===== src/verilog/core_isa_pkg.sv =====
package core_isa_pkg;

    //////////////////////////////////////////////////////////////////////
    // widths
    //////////////////////////////////////////////////////////////////////
    localparam int xlen       = 32;   // data and address width
    localparam int reg_addr_w = 5;    // 32 gprs
    localparam int opcode_w   = 7;
    localparam int funct3_w   = 3;
    localparam int funct7_w   = 7;

    typedef logic [xlen-1:0]       word_t;
    typedef logic [reg_addr_w-1:0] reg_addr_t;

    // major opcodes, rv32i subset only
    typedef enum logic [opcode_w-1:0] {
        opc_op     = 7'b0110011,   // reg-reg
        opc_op_imm = 7'b0010011,   // reg-imm
        opc_lui    = 7'b0110111,
        opc_auipc  = 7'b0010111,
        opc_branch = 7'b1100011,
        opc_jal    = 7'b1101111,
        opc_jalr   = 7'b1100111,
        opc_load   = 7'b0000011,
        opc_store  = 7'b0100011
    } opcode_t;

    // branch conditions
    localparam logic [funct3_w-1:0] f3_beq  = 3'b000;
    localparam logic [funct3_w-1:0] f3_bne  = 3'b001;
    localparam logic [funct3_w-1:0] f3_blt  = 3'b100;
    localparam logic [funct3_w-1:0] f3_bge  = 3'b101;
    localparam logic [funct3_w-1:0] f3_bltu = 3'b110;
    localparam logic [funct3_w-1:0] f3_bgeu = 3'b111;

    // alu functions, shared by op and op_imm
    localparam logic [funct3_w-1:0] f3_add  = 3'b000;   // add / sub
    localparam logic [funct3_w-1:0] f3_sll  = 3'b001;
    localparam logic [funct3_w-1:0] f3_slt  = 3'b010;
    localparam logic [funct3_w-1:0] f3_sltu = 3'b011;
    localparam logic [funct3_w-1:0] f3_xor  = 3'b100;
    localparam logic [funct3_w-1:0] f3_sr   = 3'b101;   // srl / sra
    localparam logic [funct3_w-1:0] f3_or   = 3'b110;
    localparam logic [funct3_w-1:0] f3_and  = 3'b111;
    localparam logic [funct3_w-1:0] f3_word = 3'b010;   // lw / sw

    localparam logic [funct7_w-1:0] funct7_alt = 7'b0100000;   // sub, sra

    // all immediate formats of one instruction, sign extended
    typedef struct packed {
        word_t imm_i;
        word_t imm_s;
        word_t imm_b;
        word_t imm_u;
        word_t imm_j;
    } imm_t;

    localparam word_t nop_instr = 32'h0000_0013;   // addi x0, x0, 0

endpackage


===== src/verilog/core_ctrl_pkg.sv =====
package core_ctrl_pkg;
    import core_isa_pkg::*;

    //////////////////////////////////////////////////////////////////////
    // datapath control encodings
    //////////////////////////////////////////////////////////////////////
    typedef enum logic [3:0] {
        alu_add, alu_sub, alu_sll, alu_slt,
        alu_sltu, alu_xor, alu_srl, alu_sra,
        alu_or, alu_and,
        alu_eq, alu_ne, alu_lt, alu_ge,   // compares drive the flag only
        alu_ltu, alu_geu
    } alu_op_t;

    typedef enum logic [1:0] {
        op_a_rs1,
        op_a_pc,
        op_a_zero   // lui
    } op_a_sel_t;

    typedef enum logic [2:0] {
        op_b_rs2,
        op_b_imm_i,
        op_b_imm_u,
        op_b_imm_s,
        op_b_four   // link value for jal / jalr
    } op_b_sel_t;

    typedef enum logic [1:0] {
        pc_sel_next,
        pc_sel_branch,
        pc_sel_jal,
        pc_sel_jalr
    } pc_sel_t;

    // full decode of one instruction
    typedef struct packed {
        alu_op_t   alu_op;
        op_a_sel_t op_a_sel;
        op_b_sel_t op_b_sel;
        pc_sel_t   pc_sel;
        logic      mem_req;
        logic      mem_we;
        logic      rf_we;
        logic      wb_from_mem;   // load data instead of alu result
    } ctrl_t;

    // one word access on the data port
    typedef struct packed {
        logic  req;
        logic  we;
        word_t addr;
        word_t wdata;
    } dmem_req_t;

    localparam word_t pc_step  = 32'd4;
    localparam word_t reset_pc = 32'd0;

endpackage


===== src/verilog/core_alu.sv =====
module core_alu (
    input  core_isa_pkg::word_t    op_a_i,
    input  core_isa_pkg::word_t    op_b_i,
    input  core_ctrl_pkg::alu_op_t alu_op_i,
    output core_isa_pkg::word_t    result_o,
    output logic                   flag_o
);
    import core_isa_pkg::*;
    import core_ctrl_pkg::*;

    logic [$clog2(xlen)-1:0] shamt;
    logic                    lt_s;
    logic                    lt_u;

    assign shamt = op_b_i[$clog2(xlen)-1:0];   // low five bits only
    assign lt_s  = $signed(op_a_i) < $signed(op_b_i);
    assign lt_u  = op_a_i < op_b_i;

    //////////////////////////////////////////////////////////////////////
    // result and branch flag
    //////////////////////////////////////////////////////////////////////
    always_comb begin
        result_o = '0;   // stays zero for compares
        flag_o   = 1'b0;
        case (alu_op_i)
            alu_add:  result_o = op_a_i + op_b_i;
            alu_sub:  result_o = op_a_i - op_b_i;
            alu_sll:  result_o = op_a_i << shamt;
            alu_slt:  result_o = {{(xlen-1){1'b0}}, lt_s};
            alu_sltu: result_o = {{(xlen-1){1'b0}}, lt_u};
            alu_xor:  result_o = op_a_i ^ op_b_i;
            alu_srl:  result_o = op_a_i >> shamt;
            alu_sra:  result_o = word_t'($signed(op_a_i) >>> shamt);   // sign fill
            alu_or:   result_o = op_a_i | op_b_i;
            alu_and:  result_o = op_a_i & op_b_i;
            // branch conditions
            alu_eq:   flag_o = (op_a_i == op_b_i);
            alu_ne:   flag_o = (op_a_i != op_b_i);
            alu_lt:   flag_o = lt_s;
            alu_ge:   flag_o = !lt_s;
            alu_ltu:  flag_o = lt_u;
            alu_geu:  flag_o = !lt_u;
            default:  ;
        endcase
    end

endmodule


===== src/verilog/core_decoder.sv =====
module core_decoder (
    input  core_isa_pkg::word_t  instr_i,
    output core_ctrl_pkg::ctrl_t ctrl_o,
    output core_isa_pkg::imm_t   imm_o
);
    import core_isa_pkg::*;
    import core_ctrl_pkg::*;

    word_t                instr_eff;   // unknown encodings replaced by nop
    opcode_t              opcode;
    logic [funct3_w-1:0]  funct3;
    logic [funct7_w-1:0]  funct7;
    reg_addr_t            rd;
    logic                 writes_rd;

    // checks opcode and funct fields against the supported subset
    function automatic logic is_legal(input word_t instr);
        logic [funct3_w-1:0] f3;
        logic [funct7_w-1:0] f7;
        f3 = instr[14:12];
        f7 = instr[31:25];
        case (opcode_t'(instr[opcode_w-1:0]))
            opc_op:     is_legal = (f7 == '0) ||
                                   (f7 == funct7_alt && (f3 == f3_add || f3 == f3_sr));
            opc_op_imm: is_legal = (f3 == f3_sll) ? (f7 == '0) :
                                   (f3 == f3_sr)  ? (f7 == '0 || f7 == funct7_alt) : 1'b1;
            opc_lui, opc_auipc, opc_jal: is_legal = 1'b1;
            opc_jalr:   is_legal = (f3 == '0);
            opc_branch: is_legal = f3 inside {f3_beq, f3_bne, f3_blt, f3_bge, f3_bltu, f3_bgeu};
            opc_load, opc_store: is_legal = (f3 == f3_word);   // words only
            default:    is_legal = 1'b0;
        endcase
    endfunction

    function automatic alu_op_t arith_op(input logic [funct3_w-1:0] f3, input logic alt);
        case (f3)
            f3_add:  arith_op = alt ? alu_sub : alu_add;
            f3_sll:  arith_op = alu_sll;
            f3_slt:  arith_op = alu_slt;
            f3_sltu: arith_op = alu_sltu;
            f3_xor:  arith_op = alu_xor;
            f3_sr:   arith_op = alt ? alu_sra : alu_srl;
            f3_or:   arith_op = alu_or;
            default: arith_op = alu_and;   // f3_and
        endcase
    endfunction

    function automatic alu_op_t branch_op(input logic [funct3_w-1:0] f3);
        case (f3)
            f3_beq:  branch_op = alu_eq;
            f3_bne:  branch_op = alu_ne;
            f3_blt:  branch_op = alu_lt;
            f3_bge:  branch_op = alu_ge;
            f3_bltu: branch_op = alu_ltu;
            default: branch_op = alu_geu;
        endcase
    endfunction

    assign instr_eff = is_legal(instr_i) ? instr_i : nop_instr;
    assign opcode    = opcode_t'(instr_eff[opcode_w-1:0]);
    assign funct3    = instr_eff[14:12];
    assign funct7    = instr_eff[31:25];
    assign rd        = instr_eff[11:7];

    always_comb begin
        ctrl_o    = '0;   // add rs1 rs2, sequential pc, no side effects
        writes_rd = 1'b0;
        case (opcode)
            opc_op: begin
                ctrl_o.alu_op = arith_op(funct3, funct7 == funct7_alt);
                writes_rd     = 1'b1;
            end
            opc_op_imm: begin   // imm bit 30 only means sra here
                ctrl_o.alu_op   = arith_op(funct3, funct3 == f3_sr && funct7 == funct7_alt);
                ctrl_o.op_b_sel = op_b_imm_i;
                writes_rd       = 1'b1;
            end
            opc_lui, opc_auipc: begin
                ctrl_o.op_a_sel = (opcode == opc_lui) ? op_a_zero : op_a_pc;
                ctrl_o.op_b_sel = op_b_imm_u;
                writes_rd       = 1'b1;
            end
            opc_branch: begin
                ctrl_o.alu_op = branch_op(funct3);
                ctrl_o.pc_sel = pc_sel_branch;
            end
            opc_jal, opc_jalr: begin   // alu makes the link pc + 4
                ctrl_o.op_a_sel = op_a_pc;
                ctrl_o.op_b_sel = op_b_four;
                ctrl_o.pc_sel   = (opcode == opc_jal) ? pc_sel_jal : pc_sel_jalr;
                writes_rd       = 1'b1;
            end
            opc_load: begin
                ctrl_o.op_b_sel    = op_b_imm_i;
                ctrl_o.mem_req     = 1'b1;
                ctrl_o.wb_from_mem = 1'b1;
                writes_rd          = 1'b1;
            end
            opc_store: begin
                ctrl_o.op_b_sel = op_b_imm_s;
                ctrl_o.mem_req  = 1'b1;
                ctrl_o.mem_we   = 1'b1;
            end
            default: ;
        endcase
        ctrl_o.rf_we = writes_rd && (rd != '0);   // x0 target never strobes, so nop writes nothing
    end

    // immediates straight from the fetched word
    assign imm_o.imm_i = {{20{instr_i[31]}}, instr_i[31:20]};
    assign imm_o.imm_s = {{20{instr_i[31]}}, instr_i[31:25], instr_i[11:7]};
    assign imm_o.imm_b = {{19{instr_i[31]}}, instr_i[31], instr_i[7], instr_i[30:25],
                          instr_i[11:8], 1'b0};
    assign imm_o.imm_u = {instr_i[31:12], 12'b0};
    assign imm_o.imm_j = {{11{instr_i[31]}}, instr_i[31], instr_i[19:12], instr_i[20],
                          instr_i[30:21], 1'b0};

    mem_we_needs_req_a: assert final (!ctrl_o.mem_we || ctrl_o.mem_req);

endmodule


===== src/verilog/core_reg_file.sv =====
module core_reg_file (
    input  logic                    CLK,
    input  logic                    RESET,
    input  core_isa_pkg::reg_addr_t rs1_addr_i,
    input  core_isa_pkg::reg_addr_t rs2_addr_i,
    input  core_isa_pkg::reg_addr_t rd_addr_i,
    input  core_isa_pkg::word_t     rd_data_i,
    input  logic                    rd_we_i,
    output core_isa_pkg::word_t     rs1_data_o,
    output core_isa_pkg::word_t     rs2_data_o
);
    import core_isa_pkg::*;

    word_t regs [0:(1 << reg_addr_w) - 1];

    always_ff @(posedge CLK) begin
        if (RESET) begin
            for (int i = 0; i < (1 << reg_addr_w); i++) begin
                regs[i] <= '0;
            end
        end else if (rd_we_i && rd_addr_i != '0) begin   // x0 writes dropped
            regs[rd_addr_i] <= rd_data_i;
        end
    end

    // async read, new value seen next cycle
    assign rs1_data_o = regs[rs1_addr_i];
    assign rs2_data_o = regs[rs2_addr_i];

    // x0 only stays zero because reset clears it and writes skip it
    x0_reads_zero_a: assert property (@(posedge CLK) disable iff (RESET)
        rs1_addr_i == '0 |-> rs1_data_o == '0);

endmodule


===== src/verilog/core_top.sv =====
module core_top (
    input  logic                     CLK,
    input  logic                     RESET,
    output core_isa_pkg::word_t      pc_o,
    input  core_isa_pkg::word_t      instr_i,
    output core_ctrl_pkg::dmem_req_t dmem_o,
    input  core_isa_pkg::word_t      dmem_rdata_i
);
    import core_isa_pkg::*;
    import core_ctrl_pkg::*;

    word_t pc_q;
    word_t npc;
    word_t pc_plus_step;
    word_t jalr_sum;
    ctrl_t ctrl;
    imm_t  imm;
    word_t rs1_data;
    word_t rs2_data;
    word_t op_a;
    word_t op_b;
    word_t alu_result;
    logic  alu_flag;
    word_t rd_data;

    //////////////////////////////////////////////////////////////////////
    // decode, register file, alu
    //////////////////////////////////////////////////////////////////////
    core_decoder u_decoder (
        .instr_i (instr_i),
        .ctrl_o  (ctrl),
        .imm_o   (imm)
    );

    core_reg_file u_reg_file (
        .CLK        (CLK),
        .RESET      (RESET),
        .rs1_addr_i (instr_i[19:15]),
        .rs2_addr_i (instr_i[24:20]),
        .rd_addr_i  (instr_i[11:7]),
        .rd_data_i  (rd_data),
        .rd_we_i    (ctrl.rf_we),
        .rs1_data_o (rs1_data),
        .rs2_data_o (rs2_data)
    );

    always_comb begin
        op_a = '0;   // op_a_zero
        case (ctrl.op_a_sel)
            op_a_rs1: op_a = rs1_data;
            op_a_pc:  op_a = pc_q;
            default:  ;
        endcase
        op_b = pc_step;   // op_b_four
        case (ctrl.op_b_sel)
            op_b_rs2:   op_b = rs2_data;
            op_b_imm_i: op_b = imm.imm_i;
            op_b_imm_u: op_b = imm.imm_u;
            op_b_imm_s: op_b = imm.imm_s;
            default:    ;
        endcase
    end

    core_alu u_alu (
        .op_a_i   (op_a),
        .op_b_i   (op_b),
        .alu_op_i (ctrl.alu_op),
        .result_o (alu_result),
        .flag_o   (alu_flag)
    );

    assign rd_data = ctrl.wb_from_mem ? dmem_rdata_i : alu_result;

    // data port, alu sum is the address
    assign dmem_o.req   = ctrl.mem_req && !RESET;   // idle in reset
    assign dmem_o.we    = ctrl.mem_we && !RESET;
    assign dmem_o.addr  = alu_result;
    assign dmem_o.wdata = rs2_data;

    //////////////////////////////////////////////////////////////////////
    // program counter
    //////////////////////////////////////////////////////////////////////
    assign pc_plus_step = pc_q + pc_step;
    assign jalr_sum     = rs1_data + imm.imm_i;   // alu is busy with the link

    always_comb begin
        npc = pc_plus_step;
        case (ctrl.pc_sel)
            pc_sel_branch: npc = alu_flag ? pc_q + imm.imm_b : pc_plus_step;
            pc_sel_jal:    npc = pc_q + imm.imm_j;
            pc_sel_jalr:   npc = {jalr_sum[xlen-1:1], 1'b0};   // bit 0 cleared
            default:       ;
        endcase
    end

    always_ff @(posedge CLK) begin
        if (RESET) begin
            pc_q <= reset_pc;
        end else begin
            pc_q <= npc;
        end
    end

    assign pc_o = pc_q;

    pc_aligned_a: assert property (@(posedge CLK) disable iff (RESET)
        pc_o[1:0] == 2'b00);
    we_has_req_a: assert property (@(posedge CLK) disable iff (RESET)
        $rose(dmem_o.we) |-> dmem_o.req);

endmodule

===== config.mk =====
export PLATFORM = sky130hd
export DESIGN_NAME = core_top
export DESIGN_NICKNAME = d
export VERILOG_FILES = /design/src/verilog/core_isa_pkg.sv /design/src/verilog/core_ctrl_pkg.sv /design/src/verilog/core_alu.sv /design/src/verilog/core_decoder.sv /design/src/verilog/core_reg_file.sv /design/src/verilog/core_top.sv
export SDC_FILE = /design/constraint.sdc
export NUM_CORES = 2
export LEC_CHECK = 0
export BUFFER_PORTS_ARGS = -buffer_cell sky130_fd_sc_hd__buf_2
export CAP_MARGIN = 0
export CORE_UTILIZATION = 30
export DETAILED_ROUTE_END_ITERATION = 16
export PLACE_DENSITY = 0.4
export SYNTH_ARGS = -nofsm -noshare
export SYNTH_HDL_FRONTEND = slang
export SYNTH_SLANG_ARGS = --single-unit

===== constraint.sdc =====
create_clock -name CLK -period 21.7 [get_ports CLK]
set_clock_uncertainty 0.2 [all_clocks]
set_input_delay 6.51 -clock CLK [delete_from_list [all_inputs] [get_ports CLK]]
set_output_delay 6.51 -clock CLK [all_outputs]
set_load 0.005 [all_outputs]

-- After elaboration in Yosys (flattened, before gate mapping)
Memory sizes are Yosys's and may differ from the RTL's.
Cells that the tools add are included.
- flip-flop bits (word level): 32
- bits in latches: 0
- bits in writable memories: 1024
- memory bits (read-only): 0
- logic and storage cells: 137
- memories kept: 1
- memory list (memory ; words ; width ; read ports ; clocked after memory_dff ; wr ports ; RTL line ; source):
    u_reg_file.regs ; 32 ; 32 ; 2 ; 0 ; 32 ; core_reg_file.sv:14 ; word_t regs [0:(1 << reg_addr_w) - 1];
- $add $sub $neg: 6
- $mul: 0
- divide/modulo/power cells: 0
- $lt $le $gt $ge: 2
- eq/ne operators: 56
- shifts and indexed selects: 3
- mux-type cells: 36
- bitwise operators: 3
- reduce and logical (&&, ||, !) cells: 29
- operators with widths (cell ; number):
    32-bit one-hot mux with 10 select lines ; 1
    32-bit adder ; 4
    32-bit two-way mux ; 4
    32-bit one-hot mux with 4 select lines ; 1
    32-bit one-hot mux with 3 select lines ; 1
    32-bit less-than comparator ; 2
    32-bit one-hot mux with 2 select lines ; 1
    7-bit by 6-bit equality test with 1-bit output (second input constant) ; 8
    4-bit one-hot mux with 7 select lines ; 2
    7-bit equality test (second input constant) ; 6
    32-bit by 3-bit adder with 32-bit output (second input constant) ; 1
    32-bit bitwise AND ; 1
    32-bit equality test ; 1
    4-bit equality test (second input constant) ; 8
    32-bit inequality test ; 1
    32-bit bitwise OR ; 1
    32-bit OR reduction ; 1
    32-bit by 5-bit left shift with 32-bit output ; 1
    32-bit by 5-bit >> shifter with 32-bit output ; 1
    32-bit by 5-bit >>> shifter with 32-bit output ; 1
    32-bit subtractor ; 1
    32-bit bitwise XOR ; 1
    7-bit by 5-bit equality test with 1-bit output (second input constant) ; 4
    3-bit equality test (second input constant) ; 7
    other kinds (28) ; 75

-- Logic depth before layout (Yosys ltp)
- word-level depth: 16
- gate-level depth with buffers: 28
- gate-level depth less buffers: 20

-- By module
Synthesis repeated with hierarchy kept, for this count alone.
- cell total of the unflattened synthesis: 7279
- area total of the unflattened synthesis: 74507.7 sq um
- modules (own cells, without submodules) (module ; instances ; cells an instance ; area an instance (sq um) ; sequential area each (sq um)):
    core_reg_file ; 1 ; 4605 ; 55888.6 ; 30749.5
    core_alu ; 1 ; 1295 ; 8670.8 ; 0.0
    core_top ; 1 ; 1149 ; 8300.5 ; 640.6
    core_decoder ; 1 ; 230 ; 1647.8 ; 0.0

-- Worst setup path before layout
OpenSTA, ideal clock, no wires.
- path type: input-to-output
- start point: in instr_i[20]
- end point: out dmem_o[58] (netlist bit)
- data arrival time: 12.672 ns
- data required time: 14.990 ns
- setup slack: 2.318 ns
- cell stages on the path: 21
- buffers on the path: 5
- cells stage by stage: clkbuf_1 -> clkbuf_1 -> clkbuf_1 -> buf_1 -> mux4_2 -> mux4_2 -> mux2_2 -> a22oi_1 -> ha_1 -> and3_1 -> a221oi_1 -> o221a_2 -> o311a_1 -> a211oi_1 -> or2_2 -> a211oi_1 -> a21oi_1 -> a211o_1 -> a2111oi_4 -> buf_2 -> inv_1
- RTL lines (item ; RTL line ; source):
    from (decl) ; core_top.sv:5 ; input core_isa_pkg::word_t instr_i,
    to (decl) ; core_top.sv:6 ; output core_ctrl_pkg::dmem_req_t dmem_o,

==> impl_metrics.env <==
export IMPL_slowest_stage="nor2b_1"
export IMPL_final_setup_tns_ns=0
export IMPL_r2r_cells=17
export IMPL_netlist_area_mm2=0.0709
export IMPL_path_delay_family="simple AND/OR/NAND/NOR gates"
export IMPL_hpwlAfterDp_um=256000
export IMPL_io_pins=164
export IMPL_max_freq_ghz=0.0471
export IMPL_final_cell_mix="1,024 x edfxtp_1, 716 x nor2_1, 416 x mux4_2"
export IMPL_antenna_found_initial=23
export IMPL_worstMarginPinSlew_ns=1.57
export IMPL_required_ns=14.99
export IMPL_wl_um=397000
export IMPL_fin_crit_sh_pct=97.8
export IMPL_finalSetupViolCount=0
export IMPL_die_h_um=488
export IMPL_drt_iter0_drc=8048
export IMPL_yosys_most_used_dff="edfxtp_1"
export IMPL_violations="max-capacitance violations, max-slew violations"
export IMPL_synth_seq_cells=1055
export IMPL_cts_tree="done"
export IMPL_placement_rows=178
export IMPL_dr_pass1_iters=9
export IMPL_finalWeightedCongestion=0.965
export IMPL_worstSetupEndpointType="output pin"
export IMPL_hp_class="register to register"
export IMPL_start_util_pct=30.1
export IMPL_clock_path_buffers=3
export IMPL_path_max_fanout=29
export IMPL_finalHoldViolations=0
export IMPL_synth_warnings=0
export IMPL_cp_start_kind="primary input"
export IMPL_die_area_mm2=0.238
export IMPL_track_usage_pct=32.7
export IMPL_grt_pass1_wl_um=530000
export IMPL_holdPathStages=2
export IMPL_dp_cells=9249
export IMPL_status="finished, violations left"
export IMPL_slew_violations=12
export IMPL_die_w_um=488
export IMPL_postCtsHoldBufs=0
export IMPL_path_buf_inv=2
export IMPL_vias=61200
export IMPL_antenna_left=0
export IMPL_hold_start="pc_o[7]"
export IMPL_syn_to_final_growth_pct=13.2
export IMPL_fillCellCount=23500
export IMPL_avgSynthCellArea_um2=11.3
export IMPL_core_area_mm2=0.235
export IMPL_yosysUniqueCellTypes=105
export IMPL_post_cts_setup_buffers=0
export IMPL_rsz0062_at_grt="false"
export IMPL_synthArstFlopShare_pct=0
export IMPL_synth_edf_count=1024
export IMPL_path_cells="buf_8 > nor2b_1 > a22oi_1 > nand3_1 > nand3_1 > a221o_2 > ha_1 > fa_1 > nor2b_1 > o221ai_1 > a211oi_1 > o22a_1 > a41o_1 > a21oi_1 > o21ai_0 > a221oi_1 > mux2_2 > nor4bb_1 > nand2_1 > buf_2"
export IMPL_min_period_ns=21.21
export IMPL_slew_limit_headroom_pct=-5.09
export IMPL_critical_path_class="primary input to output pin"
export IMPL_root_buffer="clkbuf_16"
export IMPL_post_dp_cell_area_mm2=0.0762
export IMPL_cts_made_buffers=130
export IMPL_cts_num_sinks=1055
export IMPL_place_ws_ns=0.664
export IMPL_power_uw=6200
export IMPL_clk_latency_ns=0.83
export IMPL_worst_ep_arrival_time_ns=14.50
export IMPL_powerDensity_mw_per_mm2=77.2
export IMPL_r2r_start="u_reg_file.regs[15][22]"
export IMPL_grt_pass1_vias=58700
export IMPL_cap_viol_max_count=1
export IMPL_overflow=0
export IMPL_critical_path_depth=20
export IMPL_p_leak_uw=0.0292
export IMPL_slowest_delay_ns=1.27
export IMPL_htreeDepth=4
export IMPL_ys_seq_area_share_pct=44.2
export IMPL_cts_clk_slew_worst_paths_ns=0.06
export IMPL_port_buffer_count=162
export IMPL_drc=0
export IMPL_drive_gt1_share_pct=19.9
export IMPL_peakVddDrop_v=0.0000766
export IMPL_fin_ws_ns=0.488
export IMPL_grt_max_degree=94
export IMPL_nNetsFinal=6474
export IMPL_crit_path_start="instr_i[21]"
export IMPL_vias_per_cell=6.45
export IMPL_synthCells=6292
export IMPL_final_cells=9492
export IMPL_final_common_cell="edfxtp_1"
export IMPL_cts_resized=0
export IMPL_final_cell_area_mm2=0.0803
export IMPL_wire_per_inst_um=41.9
path summary, 6_finish.rpt:
check	slack [ns]	to
worst min register to register	0.63	pc_o[7]
worst max-delay path	0.49	dmem_o[62]
worst max register to register	13.68	pc_o[17]
worst min-delay path	0.63	pc_o[7]
synth_stat cells (25+ instances only):
master    instances  area share (%)
nand4_1          58            0.51
inv_1           128            0.68
a21o_1           61            0.65
a31oi_1          25            0.22
mux2i_1         384             5.4
xnor2_1          71            0.88
buf_2           137            0.97
nand2b_1         53            0.47
o211ai_1         39            0.41
ha_1            172             3.0
mux2_2           60            0.95
o221ai_1         37            0.46
nor3_1          180             1.3
o31ai_1          28            0.30
mux4_2          416              13
a311oi_1         65            0.80
a211oi_1        325             3.4
or3_1            42            0.37
clkbuf_1        406             2.1
a221oi_1         64            0.79
a22oi_1         155             1.6
edfxtp_1       1024              43
a21oi_1         350             2.5
o22ai_1          87            0.77
nand2_1         290             1.5
nand3_1         161             1.1
o21ai_0         158             1.1
xor2_1           46            0.57
nor2_1          733             3.9
buf_1            79            0.42
and3_1           26            0.23
nor2b_1          29            0.26
dfxtp_1          31            0.88
and2_1           45            0.40
logic make-up after synthesis:
family | count (synthesis) | share of synthesized area (%)
multiplexers | 866 | 19.7
other | 1 | 0.00529
AND/OR/NAND/NOR | 1703 | 11.0
buffers and inverters | 773 | 4.50
XOR/XNOR | 117 | 1.45
AO/OA/AOI/OAI | 1600 | 15.9
flip-flops | 1055 | 44.2
adder cells (fa/ha/maj) | 177 | 3.18
worst reg2reg max path: stages, from the launching register on:
cell and delay [ns]:
edfxtp_1 0.38, mux4_2 0.47, a22oi_1 0.35, nand4_1 0.76, mux2_2 0.79, and2_1 0.28
ha_1 0.45, inv_1 0.17, nor4_1 0.98, nand3_1 0.36, or3_1 0.54, xnor2_1 0.22
and4_1 0.27, a21o_1 0.16, buf_4 0.27, o21ai_0 0.82, a21oi_1 0.31, a21oi_1 0.19
flip-flops by register name, summed over array words and instances (netlist names):
register	flops
pc_o	31
u_reg_file.regs	1024
area by class of cell:
cell class	instances	area, um^2	area share (%)
Inverter	132	503	0.626
Antenna cell	8	20.0	0.0249
Multi-Input combinational cell	4496	37400	46.6
Timing Repair Buffer	416	2980	3.71
Sequential cell	1055	31400	39.1
Clock inverter	76	648	0.807
Tap cell	3150	3940	4.91
Clock buffer	159	3400	4.24
per-layer routing:
metal  share of wire (%)  global-route usage, %
met4                 5.7                   16.4
met5               0.022                      0
met2                  45                   51.6
met3                 8.6                   6.50
met1                  40                   42.5
metrics by stage:
step           utilization, %  hold slack (ns)
5_1_grt                  34.1            0.641
6_report                 34.1            0.626
2_1_floorplan               -            0.459
3_5_place_dp             32.4            0.617
3_3_place_gp             32.4            0.616
4_1_cts                  34.1            0.631
power by group:
group	switching [uW]	total [uW]	internal, uW
sequential	45.0	2350	2300
combinational	1210	1700	484
clock	967	2150	1190
Power figures use the tool's default switching activity.
